==> config.mk <==
export PLATFORM = sky130hd
export DESIGN_NAME = sdram_maint_top
export DESIGN_NICKNAME = d
export VERILOG_FILES = /design/src/source/sdram_pkg.sv /design/src/source/sdram_init_seq.sv /design/src/source/sdram_refresh_seq.sv /design/src/source/sdram_maint_ctrl.sv /design/src/source/sdram_maint_top.sv
export VERILOG_INCLUDE_DIRS = /design/src /design/src/source
export SDC_FILE = /design/constraint.sdc
export NUM_CORES = 1
export LEC_CHECK = 0
export BUFFER_PORTS_ARGS = -buffer_cell sky130_fd_sc_hd__buf_2
export CORE_MARGIN = 4
export CORE_UTILIZATION = 45
export CTS_CLUSTER_DIAMETER = 50
export CTS_CLUSTER_SIZE = 25
export DETAILED_ROUTE_END_ITERATION = 16
export HOLD_SLACK_MARGIN = 0.1
export PLACE_DENSITY = 0.66
export SETUP_SLACK_MARGIN = 0.4
export SYNTH_ARGS = -nofsm -noshare
export SYNTH_HDL_FRONTEND = slang
export SYNTH_SLANG_ARGS = --single-unit
==> constraint.sdc <==
create_clock -name clock -period 2.6 [get_ports clock]
set_clock_uncertainty 0.1 [all_clocks]
set_input_delay 0.13 -clock clock [delete_from_list [all_inputs] [get_ports clock]]
set_output_delay 0.13 -clock clock [all_outputs]
set_load 0.05 [all_outputs]
==> src/source/sdram_settings.svh <==
// ----------------------------------------
// SDRAM maintenance timing settings
// Cycle counts at 200 MHz for the power-up
// sequence, auto-refresh and mode word
// ----------------------------------------
`ifndef SDRAM_SETTINGS_SVH
`define SDRAM_SETTINGS_SVH

// Power-up wait, 100 us of NOPs with CKE high
`define SDRAM_INIT_WAIT_CYC 20000

// Precharge period tRP, NOPs after PALL
`define SDRAM_T_RP_CYC 4

// Row cycle tRC, NOPs after REF
`define SDRAM_T_RC_CYC 13

// Mode register set time tMRD
`define SDRAM_T_MRD_CYC 2

// Refresh interval, 8192 rows in 64 ms
`define SDRAM_REF_INTERVAL_CYC 1560

// CL 3, sequential, burst of 1
`define SDRAM_MODE_WORD 13'h030

// Wait and interval counter width
`define SDRAM_CNT_W 15

`endif

==> src/source/sdram_pkg.sv <==
// ----------------------------------------
// SDRAM maintenance types
// Command codes and the two views of the
// 4-bit command word
// ----------------------------------------
package sdram_pkg;

    // Command codes as {cs_n, ras_n, cas_n, we_n}
    typedef enum logic [3:0] {
        CMD_INHIBIT = 4'b1111, // Chip deselected
        CMD_NOP     = 4'b0111,
        CMD_PALL    = 4'b0010, // Precharge, A10 selects all banks
        CMD_REF     = 4'b0001, // Auto-refresh
        CMD_MRS     = 4'b0000  // Mode register set, word on address bus
    } sdram_cmd_e;

    // Pin view, one field per strobe
    typedef struct packed {
        logic cs_n;
        logic ras_n;
        logic cas_n;
        logic we_n;
    } sdram_pins_s;

    // Same word seen as a code or as pins
    // Sequencers write code, pin drivers read pins
    typedef union packed {
        sdram_cmd_e  code;
        sdram_pins_s pins;
    } sdram_cmd_u;

endpackage

==> src/source/sdram_init_seq.sv <==
// ----------------------------------------
// SDRAM power-up initialization sequencer
// CKE, 100 us wait, PALL, two REFs, MRS,
// then holds init_done high
// ----------------------------------------
`timescale 1ns/1ps
`include "sdram_settings.svh"

module sdram_init_seq import sdram_pkg::*; (
    input  logic        clock,
    input  logic        reset,
    output sdram_cmd_u  init_cmd,  // Command code to the controller
    output logic [12:0] init_addr, // A10 for PALL, mode word for MRS
    output logic        cke,
    output logic        init_done  // Level, stays high once set
);

    // FSM states
    localparam logic [3:0]
        st_reset    = 4'd0,  // CKE low, inhibit
        st_wait     = 4'd1,  // Power-up NOPs
        st_pall     = 4'd2,
        st_pall_nop = 4'd3,
        st_ref1     = 4'd4,
        st_ref1_nop = 4'd5,
        st_ref2     = 4'd6,
        st_ref2_nop = 4'd7,
        st_mrs      = 4'd8,
        st_mrs_nop  = 4'd9,
        st_done     = 4'd10;

    // Last count value of each NOP stretch
    localparam logic [`SDRAM_CNT_W-1:0] wait_last = `SDRAM_CNT_W'(`SDRAM_INIT_WAIT_CYC - 1);
    localparam logic [`SDRAM_CNT_W-1:0] rp_last   = `SDRAM_CNT_W'(`SDRAM_T_RP_CYC - 1);
    localparam logic [`SDRAM_CNT_W-1:0] rc_last   = `SDRAM_CNT_W'(`SDRAM_T_RC_CYC - 1);
    localparam logic [`SDRAM_CNT_W-1:0] mrd_last  = `SDRAM_CNT_W'(`SDRAM_T_MRD_CYC - 1);

    logic [3:0]              state, next_state;
    logic [`SDRAM_CNT_W-1:0] nop_cnt;

    always_ff @(posedge clock or posedge reset) begin
        if (reset) begin
            state <= st_reset;
        end else begin
            state <= next_state;
        end
    end

    // NOP counter, restarts on every state change
    always_ff @(posedge clock or posedge reset) begin
        if (reset) begin
            nop_cnt <= '0;
        end else if (next_state != state) begin
            nop_cnt <= '0;
        end else if (state != st_done) begin
            nop_cnt <= nop_cnt + 1'b1;
        end
    end

    always_comb begin
        next_state = state;
        case (state)
            st_reset:    next_state = st_wait; // First clock out of reset
            st_wait:     if (nop_cnt == wait_last) next_state = st_pall;
            st_pall:     next_state = st_pall_nop;
            st_pall_nop: if (nop_cnt == rp_last) next_state = st_ref1;
            st_ref1:     next_state = st_ref1_nop;
            st_ref1_nop: if (nop_cnt == rc_last) next_state = st_ref2;
            st_ref2:     next_state = st_ref2_nop;
            st_ref2_nop: if (nop_cnt == rc_last) next_state = st_mrs;
            st_mrs:      next_state = st_mrs_nop;
            st_mrs_nop:  if (nop_cnt == mrd_last) next_state = st_done;
            st_done:     next_state = st_done; // Init never repeats
            default:     next_state = st_reset;
        endcase
    end

    // Moore outputs
    always_comb begin
        init_cmd.code = CMD_NOP;
        init_addr     = '0;
        case (state)
            st_reset: init_cmd.code = CMD_INHIBIT;
            st_pall: begin
                init_cmd.code = CMD_PALL;
                init_addr     = 13'h0400; // A10, all banks
            end
            st_ref1, st_ref2: init_cmd.code = CMD_REF;
            st_mrs: begin
                init_cmd.code = CMD_MRS;
                init_addr     = `SDRAM_MODE_WORD;
            end
            default: init_cmd.code = CMD_NOP;
        endcase
    end

    assign cke       = (state != st_reset); // Rises with the first clock
    assign init_done = (state == st_done);

endmodule

==> src/source/sdram_refresh_seq.sv <==
// ----------------------------------------
// SDRAM auto-refresh sequencer
// PALL, tRP of NOPs, REF, tRC of NOPs and
// an end pulse on the last NOP
// ----------------------------------------
`timescale 1ns/1ps
`include "sdram_settings.svh"

module sdram_refresh_seq import sdram_pkg::*; (
    input  logic       clock,
    input  logic       reset,
    input  logic       ref_enable, // Level from the controller
    output sdram_cmd_u ref_cmd,
    output logic       ref_a10,    // High only with PALL
    output logic       end_ref     // One cycle, last tRC NOP
);

    // FSM states
    localparam logic [2:0]
        idle     = 3'd0,
        pall     = 3'd1,
        pall_nop = 3'd2,
        ref_st   = 3'd3,
        ref_nop  = 3'd4;

    localparam logic [`SDRAM_CNT_W-1:0] rp_last = `SDRAM_CNT_W'(`SDRAM_T_RP_CYC - 1);
    localparam logic [`SDRAM_CNT_W-1:0] rc_last = `SDRAM_CNT_W'(`SDRAM_T_RC_CYC - 1);

    logic [2:0]              state, next_state;
    logic [`SDRAM_CNT_W-1:0] nop_cnt;
    logic                    pall_nop_end;
    logic                    ref_nop_end;

    assign pall_nop_end = (nop_cnt == rp_last);
    assign ref_nop_end  = (nop_cnt == rc_last);

    always_ff @(posedge clock or posedge reset) begin
        if (reset) begin
            state <= idle;
        end else begin
            state <= next_state;
        end
    end

    // Counter cleared in the command states, counts NOPs
    always_ff @(posedge clock or posedge reset) begin
        if (reset) begin
            nop_cnt <= '0;
        end else if (state == pall || state == ref_st || state == idle) begin
            nop_cnt <= '0;
        end else begin
            nop_cnt <= nop_cnt + 1'b1;
        end
    end

    always_comb begin
        next_state    = state;
        ref_cmd.code  = CMD_NOP;
        ref_a10       = 1'b0;
        end_ref       = 1'b0;
        case (state)
            idle: begin
                if (ref_enable) next_state = pall;
            end
            pall: begin
                ref_cmd.code = CMD_PALL;
                ref_a10      = 1'b1; // All banks
                next_state   = pall_nop;
            end
            pall_nop: begin
                // Waits out tRP here, no return to idle
                if (pall_nop_end) next_state = ref_st;
            end
            ref_st: begin
                ref_cmd.code = CMD_REF;
                next_state   = ref_nop;
            end
            ref_nop: begin
                if (ref_nop_end) begin
                    end_ref    = 1'b1; // Controller drops ref_enable on this
                    next_state = idle;
                end
            end
            default: next_state = idle;
        endcase
    end

endmodule

==> src/source/sdram_maint_ctrl.sv <==
// ----------------------------------------
// SDRAM maintenance controller
// Refresh interval timer, deferral against
// host traffic, command select and pins
// ----------------------------------------
`timescale 1ns/1ps
`include "sdram_settings.svh"

module sdram_maint_ctrl import sdram_pkg::*; (
    input  logic        clock,
    input  logic        reset,
    input  logic        host_active,  // Pending refresh waits while high
    input  logic        init_done,
    input  logic        cke,
    input  logic        end_ref,
    input  logic [12:0] init_addr,
    input  logic        ref_a10,
    input  sdram_cmd_u  init_cmd,
    input  sdram_cmd_u  ref_cmd,
    output logic        ref_enable,
    output logic        maint_busy,   // Controller owns the bus
    output logic        refresh_late, // Sticky, an interval was missed
    output logic        dram_cke,
    output logic [12:0] dram_addr,
    output logic [1:0]  dram_ba,
    output logic        dram_cs_n,
    output logic        dram_ras_n,
    output logic        dram_cas_n,
    output logic        dram_we_n
);

    localparam logic [`SDRAM_CNT_W-1:0] interval_last =
        `SDRAM_CNT_W'(`SDRAM_REF_INTERVAL_CYC - 1);

    logic [`SDRAM_CNT_W-1:0] interval_cnt;
    logic                    expire;   // Interval elapsed this cycle
    logic                    pending;
    logic                    launch;   // Pending refresh handed to the sequencer
    sdram_cmd_u              cmd_sel;
    logic [12:0]             addr_sel;
    sdram_cmd_u              cmd_q;    // Registered pin word

    assign expire = init_done && (interval_cnt == interval_last);
    assign launch = pending && !host_active && !ref_enable;

    // Free running after init, never waits for a refresh to finish
    always_ff @(posedge clock or posedge reset) begin
        if (reset) begin
            interval_cnt <= '0;
        end else if (init_done) begin
            interval_cnt <= expire ? '0 : interval_cnt + 1'b1;
        end
    end

    always_ff @(posedge clock or posedge reset) begin
        if (reset) begin
            pending      <= 1'b0;
            ref_enable   <= 1'b0;
            refresh_late <= 1'b0;
            maint_busy   <= 1'b0;
        end else begin
            if (expire) begin
                pending <= 1'b1;  // New request wins over a same-cycle launch
            end else if (launch) begin
                pending <= 1'b0;
            end
            if (launch) begin
                ref_enable <= 1'b1;
            end else if (end_ref) begin
                ref_enable <= 1'b0;
            end
            // Previous request still waiting on host_active
            if (expire && pending && !launch) begin
                refresh_late <= 1'b1;
            end
            maint_busy <= !init_done || ref_enable; // Lines up with the pins
        end
    end

    // Init owns the bus until done, then the refresh sequencer
    assign cmd_sel  = init_done ? ref_cmd : init_cmd;
    assign addr_sel = init_done ? {2'b00, ref_a10, 10'b0} : init_addr;

    always_ff @(posedge clock or posedge reset) begin
        if (reset) begin
            cmd_q.code <= CMD_INHIBIT;
            dram_cke   <= 1'b0;
            dram_addr  <= '0;
        end else begin
            cmd_q      <= cmd_sel;
            dram_cke   <= cke;
            dram_addr  <= addr_sel;
        end
    end

    assign dram_cs_n  = cmd_q.pins.cs_n;
    assign dram_ras_n = cmd_q.pins.ras_n;
    assign dram_cas_n = cmd_q.pins.cas_n;
    assign dram_we_n  = cmd_q.pins.we_n;
    assign dram_ba    = 2'b00; // Bank ignored for PALL with A10 and REF

endmodule

==> src/source/sdram_maint_top.sv <==
// ----------------------------------------
// SDRAM maintenance top level
// Init sequencer, refresh sequencer and
// the pin-owning controller
// ----------------------------------------
`timescale 1ns/1ps

module sdram_maint_top import sdram_pkg::*; (
    input  logic        clock,
    input  logic        reset,
    input  logic        host_active,
    output logic        dram_cke,
    output logic [12:0] dram_addr,
    output logic [1:0]  dram_ba,
    output logic        dram_cs_n,
    output logic        dram_ras_n,
    output logic        dram_cas_n,
    output logic        dram_we_n,
    output logic        init_done,
    output logic        maint_busy,
    output logic        refresh_late
);

    sdram_cmd_u  init_cmd;
    logic [12:0] init_addr;
    logic        cke;
    sdram_cmd_u  ref_cmd;
    logic        ref_a10;
    logic        ref_enable;
    logic        end_ref;

    sdram_init_seq init_seq0 (
        .clock     (clock),
        .reset     (reset),
        .init_cmd  (init_cmd),
        .init_addr (init_addr),
        .cke       (cke),
        .init_done (init_done)
    );

    sdram_refresh_seq refresh_seq0 (
        .clock      (clock),
        .reset      (reset),
        .ref_enable (ref_enable),
        .ref_cmd    (ref_cmd),
        .ref_a10    (ref_a10),
        .end_ref    (end_ref)
    );

    sdram_maint_ctrl ctrl0 (
        .clock        (clock),
        .reset        (reset),
        .host_active  (host_active),
        .init_done    (init_done),
        .cke          (cke),
        .end_ref      (end_ref),
        .init_addr    (init_addr),
        .ref_a10      (ref_a10),
        .init_cmd     (init_cmd),
        .ref_cmd      (ref_cmd),
        .ref_enable   (ref_enable),
        .maint_busy   (maint_busy),
        .refresh_late (refresh_late),
        .dram_cke     (dram_cke),
        .dram_addr    (dram_addr),
        .dram_ba      (dram_ba),
        .dram_cs_n    (dram_cs_n),
        .dram_ras_n   (dram_ras_n),
        .dram_cas_n   (dram_cas_n),
        .dram_we_n    (dram_we_n)
    );

endmodule

==> run summary, run 1 <==
Rows -> 30
RSZ-0062 raised after global routing -> false
unique cell type count in the Yosys netlist -> 52
Worst-Skew Late Latency -> 340 ps
largest net degree at the start of global routing -> 64
Die Y -> 92.9 µm
DRT Pass-1 Iters -> 4
EDFF count, synth -> 0
total power draw -> 1890 µW
Worst slew margin -> 48.9%
area of the multi-input gates -> 1500 µm²
#FFs+latches synth -> 63
WL final -> 5850 µm
final period utilization -> 81.0%
CTS clk-pin slew, worst paths -> 70 ps
die footprint -> 8630 µm²
number of H-tree levels -> 3
Post-DP HPWL -> 3900 µm
crit-path max FO -> 15
worst vdd ir -> 0.000341 V
CP Launch Type -> register
syn_area_per_cell -> 9.65 µm²
Leak -> 0.00158 µW
Seq. cell area -> 1590 µm²
final worst setup slack -> 493 ps
Synth-to-Final Area Change -> 10.9%
Final Hold Vio Count -> 0
Via density -> 5.13
worst reg-to-reg setup slack -> 490 ps
Sink Count -> 63
Post-Syn Instances -> 336
gr ovfl total -> 0
HP Class -> reg2reg
Final Critical Period -> 2110 ps
post-DR wirelength/cell -> 12.8 µm
PD cells -> 525 nW/µm²
# DRC -> 0
commonest cells after routing, fill and taps aside -> 56 x dfrtp_1, 44 x nor2_1, 25 x nand2_1
outcome -> finished, final reports clean
DR vias -> 2344
Setup Crit Path Kind -> reg2reg
gpl congestion -> 0.774
register area share after synthesis -> 48.8%
hold-critical path depth -> 1
CTS Buffer Depth -> 2
gr usage total -> 15.0%
CTS buffer count -> 9
Filler cells -> 660
yosys warns -> 0
pre-CTS WS -> 242 ps
antenna cells -> 0
area of the mapped netlist -> 3240 µm²
Crit. End Element -> register
Final ANT Viol Nets -> 0
Main synth FF type -> dfrtp_1
PortBufs -> 13
ys async rst share -> 100%
fmax -> 475 MHz
final setup vio count -> 0
vias in the first global route -> 2341
critical path data arrival time -> 2260 ps
root buffer cell -> clkbuf_8
post-layout util -> 52.1%
Initial Util -> 46.9%
max cap viols -> 0
max-slew violation count -> 0
Fin Setup TNS -> 0 ps
Worst Tran Pin Value -> 767 ps
Worst EP required -> 2750 ps
initial DRC count -> 86
Die Wd -> 92.9 µm
antenna violations before repair -> 0
CTS tree -> built
global-route wire length before repair -> 10400 µm
Final #Nets -> 365
Core ar. -> 6910 µm²
Worst Reg-to-Reg Cells -> 7
commonest non-fill, non-tap cell in the layout -> dfrtp_1
# IOs -> 26
share of cells above drive strength 1 -> 13.9%
==> registers in the layout (all words and copies together), names as in the netlist <==
name / cells
ctrl0.cmd_q: 4
ctrl0.dram_addr: 2
ctrl0.dram_cke: 1
ctrl0.interval_cnt: 15
ctrl0.maint_busy: 1
ctrl0.pending: 1
ctrl0.ref_enable: 1
ctrl0.refresh_late: 1
init_seq0.nop_cnt: 15
init_seq0.state: 4
refresh_seq0.nop_cnt: 15
refresh_seq0.state: 3
==> cell type report <==
type | count | area share, %
sequential | 63 | 44.1
multi-input combinational | 246 | 41.8
timing repair buffer | 22 | 3.83
clock buffer | 9 | 3.44
tap | 96 | 3.34
clock inverter | 7 | 2.02
inverter | 14 | 1.46
==> metrics by stage <==
step / instance area (µm²) / cells / hold slack [ps]
after floorplan: 3280 / 347 / 219
after global placement: 3370 / 439 / 303
after detailed placement: 3370 / 439 / 314
after CTS: 3590 / 457 / 371
after global routing: 3600 / 457 / 393
final: 3600 / 457 / 369
==> cell families (layout without fill, tap and decap cells) <==
group           after synthesis  in the layout  synth area share [%]
flops                        63             63                  48.8
simple gates                158            158                  25.6
xor+xnor                     40             40                  10.8
fa+ha+maj                     6              6                  2.32
other cells                   1             12                 0.116
mux                           1              1                 0.347
compound gates               29             29                  5.87
buf+inv                      38             52                  6.21
==> path summary, 6_finish.rpt <==
kind	end	from
max	init_seq0.nop_cnt[0]	init_seq0.nop_cnt[0]
max reg2reg	init_seq0.nop_cnt[0]	init_seq0.nop_cnt[0]
max in group asynchronous	init_seq0.nop_cnt[1]	reset
min in group asynchronous	ctrl0.ref_enable	reset
min reg2reg	ctrl0.interval_cnt[14]	ctrl0.interval_cnt[14]
min	ctrl0.interval_cnt[14]	ctrl0.interval_cnt[14]
==> what timing repair did <==
action	CTS	global route
buffers inserted	0	0
hold buffers	2	0
endpoints found under the setup margin	15	5
hold endpoints to repair	62	0
gates resized for setup	1	3
==> cell usage after synthesis (2+ instances only) <==
cell,count,area share [%]
a21o_1,3,0.69
o21ai_0,6,0.93
dfstp_2,4,3.2
or4_1,3,0.69
xnor2_1,22,5.9
nand2b_1,6,1.2
a21oi_1,8,1.2
xor2_1,18,4.9
or3_1,2,0.39
nor2_1,44,5.1
nor3_1,9,1.4
ha_1,6,2.3
nand4_1,12,2.3
inv_1,13,1.5
buf_4,13,3.0
nor4_1,7,1.4
clkbuf_1,7,0.81
and4_1,7,1.9
and3_1,6,1.2
nand3_1,21,3.2
nor2b_1,5,0.96
nand2_1,25,2.9
buf_2,2,0.31
dfrtp_1,59,46
==> critical path, cell delays in order (launching register included) <==
cell      delay (ps)
dfrtp_2          420
inv_1             70
ha_1             190
and3_1           200
nand3_1           90
a21boi_1          90
or4_4            650
nor3_1           220
==> layer usage <==
layer / track usage (%) / vias up / share of wire [%]
met5: 0 / - / 0
met4: 4.40 / 0 / 1.4
met3: 4.63 / 11 / 4.2
met2: 25.9 / 46 / 49
met1: 17.8 / 1121 / 46
li1: - / 1166 / -
==> report_power, final <==
| part | internal, µW | switching, µW | total, µW |
|---|---|---|---|
| registers | 980 | 0 | 980 |
| logic | 4.26 | 57.4 | 61.7 |
| clock network | 444 | 404 | 847 |
Power figures use the tool's default switching activity.
==> inputs of run 2 (changes only) <==
==> constraint.sdc (replaced) <==
create_clock -name clock -period 2.1 [get_ports clock]
set_clock_uncertainty 0.1 [all_clocks]
set_input_delay 0.105 -clock clock [delete_from_list [all_inputs] [get_ports clock]]
set_output_delay 0.105 -clock clock [all_outputs]
set_load 0.05 [all_outputs]
==> run 2 against run 1 <==
  * Sequential cell count is the same
  * Wire length increased by 22%
  * Sequential power grew 23%
  * Clock power rose by 20%
  * Sequential share of layout area decreased by 6.0 points
  * Clock-buffer cell count up 5
  * Setup slack lost 370 ps
  * Power up 22%
  * Global-route usage increased by 2.2 points
==> run summary, run 2 (synthesis gave the netlist of run 1 again) <==
die footprint -> 8630 µm² (unchanged)
# IOs -> 26 (unchanged)
Rows -> 30 (unchanged)
Setup Crit Path Kind -> reg2reg
CTS tree -> built
crit-path max FO -> 6 (-9)
Leak -> 0.00179 µW (+13%)
max cap viols -> 0 (unchanged)
Final Hold Vio Count -> 0 (unchanged)
gr ovfl total -> 0 (unchanged)
r2r startpoint -> init_seq0.nop_cnt[0]
biggest regs -> ctrl0.interval_cnt (15), init_seq0.nop_cnt (15), refresh_seq0.nop_cnt (15)
commonest cells after routing, fill and taps aside -> 58 x dfrtp_1, 41 x buf_4, 30 x nor2_1
commonest non-fill, non-tap cell in the layout -> dfrtp_1
antenna cells -> 0 (unchanged)
Fin Setup TNS -> 0 ps (unchanged)
global-route wire length before repair -> 11800 µm (+14%)
Filler cells -> 567 (-14%)
CTS buffer count -> 9 (unchanged)
CTS clk-pin slew, worst paths -> 70 ps (about the same)
post-DR wirelength/cell -> 14.4 µm (+13%)
Synth-to-Final Area Change -> 28.1%
Worst EP required -> 2270 ps (-480 ps)
Final Critical Period -> 1980 ps (-131 ps)
number of H-tree levels -> 3 (unchanged)
vias in the first global route -> 2553 (+9.1%)
worst setup path startpoint -> init_seq0.nop_cnt[0]
RSZ-0062 raised after global routing -> true
Area after DPL -> 3510 µm² (+4.0%)
Via density -> 5.17 (+0.71%)
WL final -> 7150 µm (+22%)
root buffer cell -> clkbuf_8
largest net degree at the start of global routing -> 49 (-23%)
gpl congestion -> 0.817 (+5.6%)
Initial Util -> 46.9% (unchanged)
final worst setup slack -> 124 ps (-369 ps)
CP Launch Type -> register
Core ar. -> 6910 µm² (unchanged)
worst vdd ir -> 0.000251 V (-26%)
Sink Count -> 63 (unchanged)
# DRC -> 0 (unchanged)
outcome -> finished, final reports clean
PortBufs -> 13 (unchanged)
Crit. End Element -> register
Worst-Skew Late Latency -> 340 ps (about the same)
Final ANT Viol Nets -> 0 (unchanged)
Post-DP HPWL -> 4350 µm (+11%)
Worst path max stage delay -> 590 ps (-60 ps)
final setup vio count -> 0 (unchanged)
crit-path cells -> buf_6 > ha_1 > nand4_1 > a21boi_2 > or4_4 > clkbuf_16 > nor2_2
CTS Buffer Depth -> 2 (unchanged)
share of cells above drive strength 1 -> 31.5% (+18 points)
HP Class -> in2async
DRT Pass-1 Iters -> 4 (unchanged)
total power draw -> 2310 µW (+22%)
max-slew violation count -> 0 (unchanged)
Final #Nets -> 404 (+11%)
Max stage delay cell, worst path -> or4_4
antenna violations before repair -> 0 (unchanged)
Die Wd -> 92.9 µm (unchanged)
DR vias -> 2562 (+9.3%)
gr usage total -> 17.2% (+2.2 points)
initial DRC count -> 141 (+64%)
final period utilization -> 94.1% (+13 points)
pre-CTS WS -> 60.7 ps (-181 ps)
fmax -> 506 MHz (+6.6%)
hold_ws -> 191 ps (-178 ps)
Die Y -> 92.9 µm (unchanged)
PD cells -> 556 nW/µm² (+5.9%)
post-route cell area -> 4150 µm² (+15%)
critical path data arrival time -> 2150 ps (-110 ps)
Worst Reg-to-Reg Cells -> 7 (unchanged)
-- run 2: changes by cell type in the layout (fill, tap and decap cells not counted), moves of 4 or more --
cell	change
nor2_1	-14
nand3_1	-4
nand3_2	+4
nor2_4	+7
and3_1	-4
clkbuf_8	+4
nor2_2	+7
buf_4	+34
-- run 2: area by class of cell --
type	instances	area, µm²	area share, %
Sequential cell	63	1580	38.1
Timing Repair Buffer	61	483	11.6
Tap cell	96	120	2.89
Multi-Input combinational cell	246	1710	41.3
Inverter	14	57.6	1.39
Clock inverter	2	12.5	0.301
Clock buffer	14	183	4.40
-- run 2: metrics by stage --
step	utilization (%)	instances
floorplan	-	347
global placement	50.8	451
detailed placement	50.8	451
CTS	56.9	488
global route	60.1	496
finish	60.1	496
-- run 2: timing repair --
item / CTS / global route
buffers inserted: 19 / 7
endpoints found under the hold margin: 61 / 0
endpoints found under the setup margin: 29 / 32
pin swaps: 7 / 6
gates cloned: 0 / 1
resized for setup: 21 / 36
hold buffers: 2 / 0
-- run 2: path summary, 6_finish.rpt --
kind / endpoint / slack [ps]
max: init_seq0.nop_cnt[6] / 120
min: refresh_seq0.nop_cnt[6] / 190
max reg2reg: init_seq0.nop_cnt[6] / 120
min reg2reg: ctrl0.refresh_late / 380
max in group asynchronous: ctrl0.cmd_q[2] / 1090
min in group clock: ctrl0.refresh_late / 380
-- run 2: routing by layer --
layer  wire (µm)  GRT usage, %
met1        3320          22.5
met2        3470          27.3
met3         230          3.74
met4         127          7.57
met5           0             0
-- run 2: worst max-delay path, delay by kind of cell (launching register included) --
| kind | cells | cell delay [ps] |
|---|---|---|
| simple gates | 3 | 790 |
| flops | 1 | 410 |
| buf+inv | 2 | 330 |
| fa+ha+maj | 1 | 200 |
| compound gates | 1 | 80 |
-- run 2: power breakdown --
group	internal (µW)	switching (µW)	total, µW
logic	8.13	72.3	80.4
registers	1210	0	1210
clock network	556	459	1020
total	1780	532	2310
